--- src/hdl/stbuf_params.svh ---
// store buffer sizing
// depth, word, byte lane and address widths shared by the buffer RTL
`ifndef STBUF_PARAMS_SVH
`define STBUF_PARAMS_SVH

// entry count, power of two and at least 2
`define SB_DEPTH   4
`define SB_PTR_W   2     // log2 of SB_DEPTH

`define SB_DATA_W  32    // word width
`define SB_BYTE_W  4     // byte lanes per word

// byte address and the byte offset inside a word
`define SB_ADDR_W  16
`define SB_OFS_W   2     // log2 of SB_BYTE_W

`endif
--- src/hdl/stbuf_pkg.sv ---
// store buffer types
// store request, entry write, stored entry and drain word
`include "stbuf_params.svh"

package stbuf_pkg;

   // access size of a store
   typedef enum logic [1:0] {
      SZ_BYTE = 2'd0,
      SZ_HALF = 2'd1,
      SZ_WORD = 2'd2
   } size_e;

   typedef struct packed {
      logic [`SB_ADDR_W-1:0] addr;   // byte address
      size_e                 size;
      logic [`SB_DATA_W-1:0] data;   // unshifted, lsb aligned
   } st_req_t;

   // one word-aligned write into the array
   typedef struct packed {
      logic [`SB_ADDR_W-`SB_OFS_W-1:0] waddr;
      logic [`SB_BYTE_W-1:0]           byteen;
      logic [`SB_DATA_W-1:0]           data;    // already in byte lanes
   } sb_wr_t;

   typedef struct packed {
      sb_wr_t wr;
      logic   valid;
      logic   committed;
      logic   flushed;
   } sb_entry_t;

   // head entry offered to memory
   typedef struct packed {
      logic [`SB_ADDR_W-`SB_OFS_W-1:0] waddr;
      logic [`SB_BYTE_W-1:0]           byteen;
      logic [`SB_DATA_W-1:0]           data;
   } drain_t;

endpackage

--- src/hdl/lsu_stbuf.sv ---
// store buffer top
// store formatter feeding the entry queue, with load forwarding
// reading the queue contents
`timescale 1ns/1ps
`include "stbuf_params.svh"

module lsu_stbuf (
   input  logic                    clk,
   input  logic                    rst_n,

   // store side
   input  logic                    store_vld,
   input  stbuf_pkg::st_req_t      store_req,
   input  logic                    commit_vld,
   input  logic                    commit,        // 1 commit, 0 flush

   // memory side
   input  logic                    drain_pop,
   output logic                    drain_vld,
   output stbuf_pkg::drain_t       drain_entry,

   // load side
   input  logic                    load_vld,
   input  logic [`SB_ADDR_W-1:0]   load_addr,
   output logic [`SB_BYTE_W-1:0]   fwd_byteen,
   output logic [`SB_DATA_W-1:0]   fwd_data,

   output logic                    full,
   output logic                    empty
);
   import stbuf_pkg::*;

   sb_wr_t                    wr_lo;
   sb_wr_t                    wr_hi;
   logic                      dual;
   sb_entry_t [`SB_DEPTH-1:0] entries;
   logic [`SB_PTR_W-1:0]      wr_ptr;

   store_format i_store_format (
      .req   (store_req),
      .wr_lo (wr_lo),
      .wr_hi (wr_hi),
      .dual  (dual)
   );

   stbuf_entries i_stbuf_entries (
      .clk         (clk),
      .rst_n       (rst_n),
      .store_vld   (store_vld),
      .wr_lo       (wr_lo),
      .wr_hi       (wr_hi),
      .dual        (dual),
      .commit_vld  (commit_vld),
      .commit      (commit),
      .drain_pop   (drain_pop),
      .entries     (entries),
      .wr_ptr      (wr_ptr),
      .drain_vld   (drain_vld),
      .drain_entry (drain_entry),
      .full        (full),
      .empty       (empty)
   );

   stbuf_fwd i_stbuf_fwd (
      .clk        (clk),
      .rst_n      (rst_n),
      .load_vld   (load_vld),
      .load_addr  (load_addr),
      .entries    (entries),
      .wr_ptr     (wr_ptr),
      .fwd_byteen (fwd_byteen),
      .fwd_data   (fwd_data)
   );

endmodule

--- src/hdl/stbuf_fwd.sv ---
// store-to-load forwarding
// matches a load word address against the buffered entries and merges
// their bytes, youngest entry per lane wins, result registered on load_vld
`timescale 1ns/1ps
`include "stbuf_params.svh"

module stbuf_fwd (
   input  logic                                 clk,
   input  logic                                 rst_n,
   input  logic                                 load_vld,
   input  logic [`SB_ADDR_W-1:0]                load_addr,
   input  stbuf_pkg::sb_entry_t [`SB_DEPTH-1:0] entries,
   input  logic [`SB_PTR_W-1:0]                 wr_ptr,
   output logic [`SB_BYTE_W-1:0]                fwd_byteen,
   output logic [`SB_DATA_W-1:0]                fwd_data
);
   import stbuf_pkg::*;

   localparam int BYTE_BITS = `SB_DATA_W / `SB_BYTE_W;

   logic [`SB_ADDR_W-`SB_OFS_W-1:0] load_waddr;
   logic [`SB_DEPTH-1:0]            hit;
   logic [`SB_BYTE_W-1:0]           byteen_c;
   logic [`SB_DATA_W-1:0]           data_c;

   assign load_waddr = load_addr[`SB_ADDR_W-1:`SB_OFS_W];

   // ------------------------------------------------------------
   // address match
   // ------------------------------------------------------------
   // committed and pending entries both forward, flushed ones never
   always_comb begin
      for (int i = 0; i < `SB_DEPTH; i++) begin
         hit[i] = entries[i].valid & ~entries[i].flushed &
                  (entries[i].wr.waddr == load_waddr);
      end
   end

   // ------------------------------------------------------------
   // byte merge
   // ------------------------------------------------------------
   // wr_ptr points at the oldest slot, so younger hits overwrite lanes
   always_comb begin : merge
      logic [`SB_PTR_W-1:0] idx;
      sb_entry_t            ent;

      byteen_c = '0;
      data_c   = '0;
      for (int k = 0; k < `SB_DEPTH; k++) begin
         idx = wr_ptr + `SB_PTR_W'(k);
         ent = entries[idx];
         for (int j = 0; j < `SB_BYTE_W; j++) begin
            if (hit[idx] & ent.wr.byteen[j]) begin
               byteen_c[j] = 1'b1;
               data_c[j*BYTE_BITS +: BYTE_BITS] = ent.wr.data[j*BYTE_BITS +: BYTE_BITS];
            end
         end
      end
   end

   // ------------------------------------------------------------
   // result registers, held until the next load
   // ------------------------------------------------------------
   always_ff @(posedge clk) begin
      if (!rst_n) begin
         fwd_byteen <= '0;
      end else if (load_vld) begin
         fwd_byteen <= byteen_c;
      end
   end

   always_ff @(posedge clk) begin
      if (load_vld) begin
         fwd_data <= data_c;   // unmatched lanes already zero
      end
   end

endmodule

--- src/hdl/stbuf_entries.sv ---
// store buffer entry array
// circular queue of word entries with write and read pointers, a two-stage
// commit window that marks entries committed or flushed, the in-order drain
// port and the full/empty flags
`timescale 1ns/1ps
`include "stbuf_params.svh"

module stbuf_entries (
   input  logic                                 clk,
   input  logic                                 rst_n,
   input  logic                                 store_vld,
   input  stbuf_pkg::sb_wr_t                    wr_lo,
   input  stbuf_pkg::sb_wr_t                    wr_hi,
   input  logic                                 dual,
   input  logic                                 commit_vld,
   input  logic                                 commit,
   input  logic                                 drain_pop,
   output stbuf_pkg::sb_entry_t [`SB_DEPTH-1:0] entries,
   output logic [`SB_PTR_W-1:0]                 wr_ptr,
   output logic                                 drain_vld,
   output stbuf_pkg::drain_t                    drain_entry,
   output logic                                 full,
   output logic                                 empty
);
   import stbuf_pkg::*;

   localparam int CNT_W = `SB_PTR_W + 2;   // valid plus pending reaches 2x depth

   // one stage of the commit window
   typedef struct packed {
      logic                 vld;
      logic [`SB_PTR_W-1:0] ptr;    // first entry of the store
      logic                 dual;   // second entry at ptr+1
   } cmt_stage_t;

   sb_wr_t                 payload [`SB_DEPTH];
   logic [`SB_DEPTH-1:0]   vld_q;
   logic [`SB_DEPTH-1:0]   cmt_q;
   logic [`SB_DEPTH-1:0]   fls_q;

   logic [`SB_PTR_W-1:0]   wr_ptr_q;
   logic [`SB_PTR_W-1:0]   rd_ptr_q;
   logic [`SB_PTR_W-1:0]   wr_ptr_p1;
   logic [`SB_PTR_W-1:0]   cmt_ptr_p1;

   cmt_stage_t             stg1_q;
   cmt_stage_t             stg2_q;

   logic [`SB_DEPTH-1:0]   wr_lo_en;
   logic [`SB_DEPTH-1:0]   wr_hi_en;
   logic [`SB_DEPTH-1:0]   cmt_en;
   logic [`SB_DEPTH-1:0]   pop_en;
   logic                   head_flushed;
   logic                   pop;

   logic [CNT_W-1:0]       num_vld;
   logic [CNT_W-1:0]       num_pend;

   assign wr_ptr_p1  = wr_ptr_q + 1'b1;
   assign cmt_ptr_p1 = stg2_q.ptr + 1'b1;

   // ------------------------------------------------------------
   // per-entry enables
   // ------------------------------------------------------------
   always_comb begin
      for (int i = 0; i < `SB_DEPTH; i++) begin
         wr_lo_en[i] = store_vld & (wr_ptr_q == `SB_PTR_W'(i));
         wr_hi_en[i] = store_vld & dual & (wr_ptr_p1 == `SB_PTR_W'(i));
         cmt_en[i]   = commit_vld & stg2_q.vld &
                       ((stg2_q.ptr == `SB_PTR_W'(i)) |
                        (stg2_q.dual & (cmt_ptr_p1 == `SB_PTR_W'(i))));
         pop_en[i]   = pop & (rd_ptr_q == `SB_PTR_W'(i));
      end
   end

   // payload, written only into free entries
   always_ff @(posedge clk) begin
      for (int i = 0; i < `SB_DEPTH; i++) begin
         if (wr_lo_en[i]) begin
            payload[i] <= wr_lo;
         end else if (wr_hi_en[i]) begin
            payload[i] <= wr_hi;
         end
      end
   end

   // entry state bits
   always_ff @(posedge clk) begin
      if (!rst_n) begin
         vld_q <= '0;
         cmt_q <= '0;
         fls_q <= '0;
      end else begin
         for (int i = 0; i < `SB_DEPTH; i++) begin
            if (wr_lo_en[i] | wr_hi_en[i]) begin
               vld_q[i] <= 1'b1;
               cmt_q[i] <= 1'b0;
               fls_q[i] <= 1'b0;
            end else if (pop_en[i]) begin
               vld_q[i] <= 1'b0;
               cmt_q[i] <= 1'b0;
               fls_q[i] <= 1'b0;
            end else if (cmt_en[i]) begin
               cmt_q[i] <= commit;   // verdict for the store
               fls_q[i] <= ~commit;
            end
         end
      end
   end

   // ------------------------------------------------------------
   // pointers and commit window
   // ------------------------------------------------------------
   always_ff @(posedge clk) begin
      if (!rst_n) begin
         wr_ptr_q <= '0;
         rd_ptr_q <= '0;
         stg1_q   <= '0;
         stg2_q   <= '0;
      end else begin
         if (store_vld) begin
            wr_ptr_q <= dual ? wr_ptr_p1 + 1'b1 : wr_ptr_p1;
         end
         if (pop) begin
            rd_ptr_q <= rd_ptr_q + 1'b1;
         end
         stg1_q.vld  <= store_vld;
         stg1_q.ptr  <= wr_ptr_q;
         stg1_q.dual <= store_vld & dual;
         stg2_q      <= stg1_q;          // lines up with commit_vld
      end
   end

   // ------------------------------------------------------------
   // drain port
   // ------------------------------------------------------------
   assign head_flushed = vld_q[rd_ptr_q] & fls_q[rd_ptr_q];   // dropped silently
   assign drain_vld    = vld_q[rd_ptr_q] & cmt_q[rd_ptr_q];
   assign pop          = (drain_pop & drain_vld) | head_flushed;

   assign drain_entry.waddr  = payload[rd_ptr_q].waddr;
   assign drain_entry.byteen = payload[rd_ptr_q].byteen;
   assign drain_entry.data   = payload[rd_ptr_q].data;

   // occupancy, window stores counted by entries
   always_comb begin
      num_vld = '0;
      for (int i = 0; i < `SB_DEPTH; i++) begin
         num_vld = num_vld + CNT_W'(vld_q[i]);
      end
   end

   assign num_pend = CNT_W'(stg1_q.vld) + CNT_W'(stg1_q.dual) +
                     CNT_W'(stg2_q.vld) + CNT_W'(stg2_q.dual);

   // headroom of two so a split store always fits
   assign full  = (num_vld + num_pend) > CNT_W'(`SB_DEPTH - 2);
   assign empty = ~|vld_q;

   // array view for forwarding
   always_comb begin
      for (int i = 0; i < `SB_DEPTH; i++) begin
         entries[i].wr        = payload[i];
         entries[i].valid     = vld_q[i];
         entries[i].committed = cmt_q[i];
         entries[i].flushed   = fls_q[i];
      end
   end

   assign wr_ptr = wr_ptr_q;

endmodule

--- src/hdl/store_format.sv ---
// store formatter
// shifts a store request into byte lanes and splits it into one or two
// word-aligned entry writes, low word first
`timescale 1ns/1ps
`include "stbuf_params.svh"

module store_format (
   input  stbuf_pkg::st_req_t req,
   output stbuf_pkg::sb_wr_t  wr_lo,
   output stbuf_pkg::sb_wr_t  wr_hi,
   output logic               dual
);
   import stbuf_pkg::*;

   localparam int BYTE_BITS = `SB_DATA_W / `SB_BYTE_W;

   logic [`SB_OFS_W-1:0]              ofs;
   logic [`SB_ADDR_W-`SB_OFS_W-1:0]   waddr;
   logic [2*`SB_BYTE_W-1:0]           size_be;    // enables before the shift
   logic [2*`SB_BYTE_W-1:0]           be_win;     // two-word window
   logic [2*`SB_DATA_W-1:0]           data_sh;
   logic [2*`SB_DATA_W-1:0]           data_win;

   assign ofs   = req.addr[`SB_OFS_W-1:0];
   assign waddr = req.addr[`SB_ADDR_W-1:`SB_OFS_W];

   // ------------------------------------------------------------
   // size decode
   // ------------------------------------------------------------
   always_comb begin
      size_be = '0;
      case (req.size)
         SZ_BYTE: size_be[0]   = 1'b1;
         SZ_HALF: size_be[1:0] = '1;
         default: size_be[`SB_BYTE_W-1:0] = '1;
      endcase
   end

   // ------------------------------------------------------------
   // shift into the window by the byte offset
   // ------------------------------------------------------------
   assign be_win  = size_be << ofs;
   assign data_sh = {{`SB_DATA_W{1'b0}}, req.data} << (ofs * BYTE_BITS);

   // lanes without an enable carry zero
   always_comb begin
      data_win = data_sh;
      for (int j = 0; j < 2*`SB_BYTE_W; j++) begin
         if (!be_win[j]) begin
            data_win[j*BYTE_BITS +: BYTE_BITS] = '0;
         end
      end
   end

   // split into the two words
   assign wr_lo.waddr  = waddr;
   assign wr_lo.byteen = be_win[`SB_BYTE_W-1:0];
   assign wr_lo.data   = data_win[`SB_DATA_W-1:0];

   assign wr_hi.waddr  = waddr + 1'b1;                  // next word, wraps at top
   assign wr_hi.byteen = be_win[2*`SB_BYTE_W-1:`SB_BYTE_W];
   assign wr_hi.data   = data_win[2*`SB_DATA_W-1:`SB_DATA_W];

   assign dual = |be_win[2*`SB_BYTE_W-1:`SB_BYTE_W];    // crosses a word boundary

endmodule

--- config.mk ---
export PLATFORM = sky130hd
export DESIGN_NAME = lsu_stbuf
export DESIGN_NICKNAME = d
export VERILOG_FILES = /design/src/hdl/stbuf_pkg.sv /design/src/hdl/lsu_stbuf.sv /design/src/hdl/stbuf_fwd.sv /design/src/hdl/stbuf_entries.sv /design/src/hdl/store_format.sv
export VERILOG_INCLUDE_DIRS = /design/src /design/src/hdl
export SDC_FILE = /design/constraint.sdc
export NUM_CORES = 1
export LEC_CHECK = 0
export BUFFER_PORTS_ARGS = -buffer_cell sky130_fd_sc_hd__clkbuf_2
export CORE_UTILIZATION = 60
export CTS_CLUSTER_SIZE = 40
export DETAILED_ROUTE_END_ITERATION = 8
export PLACE_DENSITY = 0.83
export SYNTH_ARGS = -nofsm -noshare
export SYNTH_HDL_FRONTEND = slang
export SYNTH_SLANG_ARGS = --single-unit
export TNS_END_PERCENT = 50
--- constraint.sdc ---
create_clock -name clk -period 12.1 [get_ports clk]
set_clock_uncertainty 0.2 [all_clocks]
set_input_delay 2.42 -clock clk [delete_from_list [all_inputs] [get_ports clk]]
set_output_delay 2.42 -clock clk [all_outputs]
set_load 0.02 [all_outputs]
==> flow_summary.yaml <==
worst_setup_path:
  start_kind: "flip-flop"
  path_max_fanout: 5
  critPathRequiredTime_ns: 9.48
  worstSetupPathType: "flip-flop to output pin"
  endpoint_kind: "output pin"
  cp_data_arrival_time_ns: 3.79
sta:
  min_period_ns: 6.41
  tightestPinTransition_ns: 1.18
  final_max_slew_viol_count: 0
  whs_ns: 0.248
  finalSetupViolCount: 0
  rsz0062_at_grt: "false"
  hold_viol_final: 0
  fmax_ghz: 0.156
  relSlewSlack_pct: 21.4
  timing.final.crit_share_pct: 53.0
  fin_setup_tns_ns: 0
  fin_ws_ns: 5.69
flow_run:
  maxCapViolations: 0
floorplan:
  start_util_pct: 61.2
  die-area_um2: 31000
  core_um2: 29700
  num_io_pins: 162
  placementRows: 63
  die_w_um: 176
  dieHeight_um: 176
placed_design:
  pre_cts_ws_ns: 5.94
  gp_congestion: 0.885
  port_buffers: 159
  dp_hpwl_mm: 34.3
yosys:
  yosysTopAreaCell: "edfxtp_1"
  synth_cell_types: 64
  yosys-top-cells-area: "edfxtp_1 (38%), mux4_2 (14%), nand2_1 (5.4%)"
  syn_inst: 1608
  yosysTopAreaCellShare_pct: 38.3
  yosysWarnings: 0
  ys_seq_area_share_pct: 41.6
  synth_edf_count: 232
  synth_nets: 1702
  ys_ff_latch: 262
  synth_area_um2: 18200
  avgSynthCellArea_um2: 11.3
  synth_flop_cell: "edfxtp_1"
  synth_async_sr_flop_share_pct: 0
  synth.most_common_cell: "nand2_1"
  synth_commonest_cells: "nand2_1 (262), edfxtp_1 (232), o21ai_0 (176)"
global_route:
  gr-usage-met3_pct: 6.55
  top_usage_layer: "met2"
  grt_max_degree: 85
  antenna_found_initial: 3
  grt_pass1_wl_mm: 77.7
  grt_pass1_vias: 13800
  grt_overflow: 0
  grt_use_met1_pct: 42.3
  grt.total_usage_pct: 33.1
  grt_util_met2_pct: 52.9
outcome:
  outcome: "complete, no violations"
power:
  power_density_nw_per_um2: 126
  ir_worst_vdd_mv: 0.152
  power.leakage_nw: 7.03
cts:
  cts_setup_buffers: 0
  ctsResizeCount: 0
  cts_made_buffers: 29
  cts.sinks: 262
  clk_pin_slew_ns: 0.06
  postCtsHoldBufs: 0
  cts_tree: "built"
  clk_latency_ns: 0.58
  clk_path_buf_depth: 3
  root_buffer: "clkbuf_16"
  htreeDepth: 1
detailed_routing:
  viasPerCell: 6.81
  drtPass1Iterations: 6
  ant_nets: 0
  routed_wirelength_mm: 51.3
  vias: 14300
  drc: 0
  wire_per_inst_um: 24.5
  drt-initial-drc-count: 1740
layout:
  drive_gt1_share_pct: 27.1
  area_delta_synth_final_pct: 9.61
  fin_nets: 1775
worst_hold_path:
  hp-class: "flip-flop to flip-flop"
## placed cells by master (no fill, tap or decap), drive strengths merged, types with 24 or more instances in the layout
| cell type | instances |
|---|---|
| mux2 | 40 |
| o2111ai | 29 |
| nand3 | 38 |
| nor2b | 29 |
| dfxtp | 30 |
| clkbuf | 195 |
| nand2 | 262 |
| edfxtp | 232 |
| o21ai | 182 |
| xnor2 | 86 |
| a21o | 33 |
| nor2 | 101 |
| a32oi | 28 |
| mux4 | 117 |
| and2 | 26 |
| mux2i | 66 |
| xor2 | 24 |
## critical path, stage by stage, from the launching register on
cell and delay [ns]:
dfxtp_1 0.41, inv_1 0.06, ha_1 0.27, inv_1 0.05, fa_1 0.51, fa_1 0.40
inv_1 0.06, ha_1 0.16, inv_1 0.05, fa_1 0.39, a2111oi_0 0.35, a21oi_1 0.07
a211o_1 0.27, clkbuf_2 0.15
## state kept, by name (all words and copies together), names as in the netlist, 4 cells and up, named ones only
name	flops
i_stbuf_entries.payload	200
i_stbuf_fwd.fwd_data	32
i_stbuf_entries.cmt_q	4
i_stbuf_entries.fls_q	4
i_stbuf_entries.stg1_q	4
i_stbuf_entries.stg2_q	4
i_stbuf_entries.vld_q	4
i_stbuf_fwd.fwd_byteen	4
## path summary, 6_finish.rpt
kind	slack [ns]	depth (start not counted)	end	startpoint
setup / recovery	5.69	13	full	i_stbuf_entries.vld_q[1]
hold / removal	0.25	1	i_stbuf_entries.stg2_q[1]	i_stbuf_entries.stg1_q[1]
setup reg to reg	7.51	8	i_stbuf_fwd.fwd_data[27]	i_stbuf_entries.wr_ptr[0]
hold reg to reg	0.25	1	i_stbuf_entries.stg2_q[1]	i_stbuf_entries.stg1_q[1]
## final cells by class
type / instances / area [um2]
multi-input cells: 1192 / 9890
fillers: 2116 / 9770
clock inverters: 18 / 169
flip-flops and latches: 262 / 7580
diodes: 2 / 5.00
well taps: 390 / 488
clock buffers: 36 / 813
repair buffers: 177 / 931
inverters: 19 / 71.3
## report_power, final
part	internal, mW	switching [mW]
registers	1.05	0.0469
logic	0.212	0.306
clock network	0.522	0.383
total	1.79	0.736
## metrics by stage
step | cells | util, % | total power [mW] | area, um2
after floorplan | 1608 | - | 1.49 | 18200
after global placement | 2040 | 63.8 | 1.60 | 19000
after detailed placement | 2040 | 63.8 | 1.62 | 19000
after CTS | 2094 | 67.1 | 2.51 | 19900
after global routing | 2095 | 67.1 | 2.59 | 19900
final | 2096 | 67.1 | 2.52 | 19900
## logic make-up after synthesis
family          after synthesis  share of synthesized area [%]
mux                         223                           20.7
compound gates              329                           12.6
buf+inv                     154                           4.43
xor+xnor                    110                           5.83
flops                       262                           41.6
fa+ha+maj                    21                           1.61
simple gates                509                           13.3
## layer usage
metal	wire length (um)	vias to the layer above
met4	2980	2
met3	6010	215
met2	23800	952
met1	18500	6917
li1	-	6195
met5	12	-
Note: power is estimated with default switching activity, not from simulation.
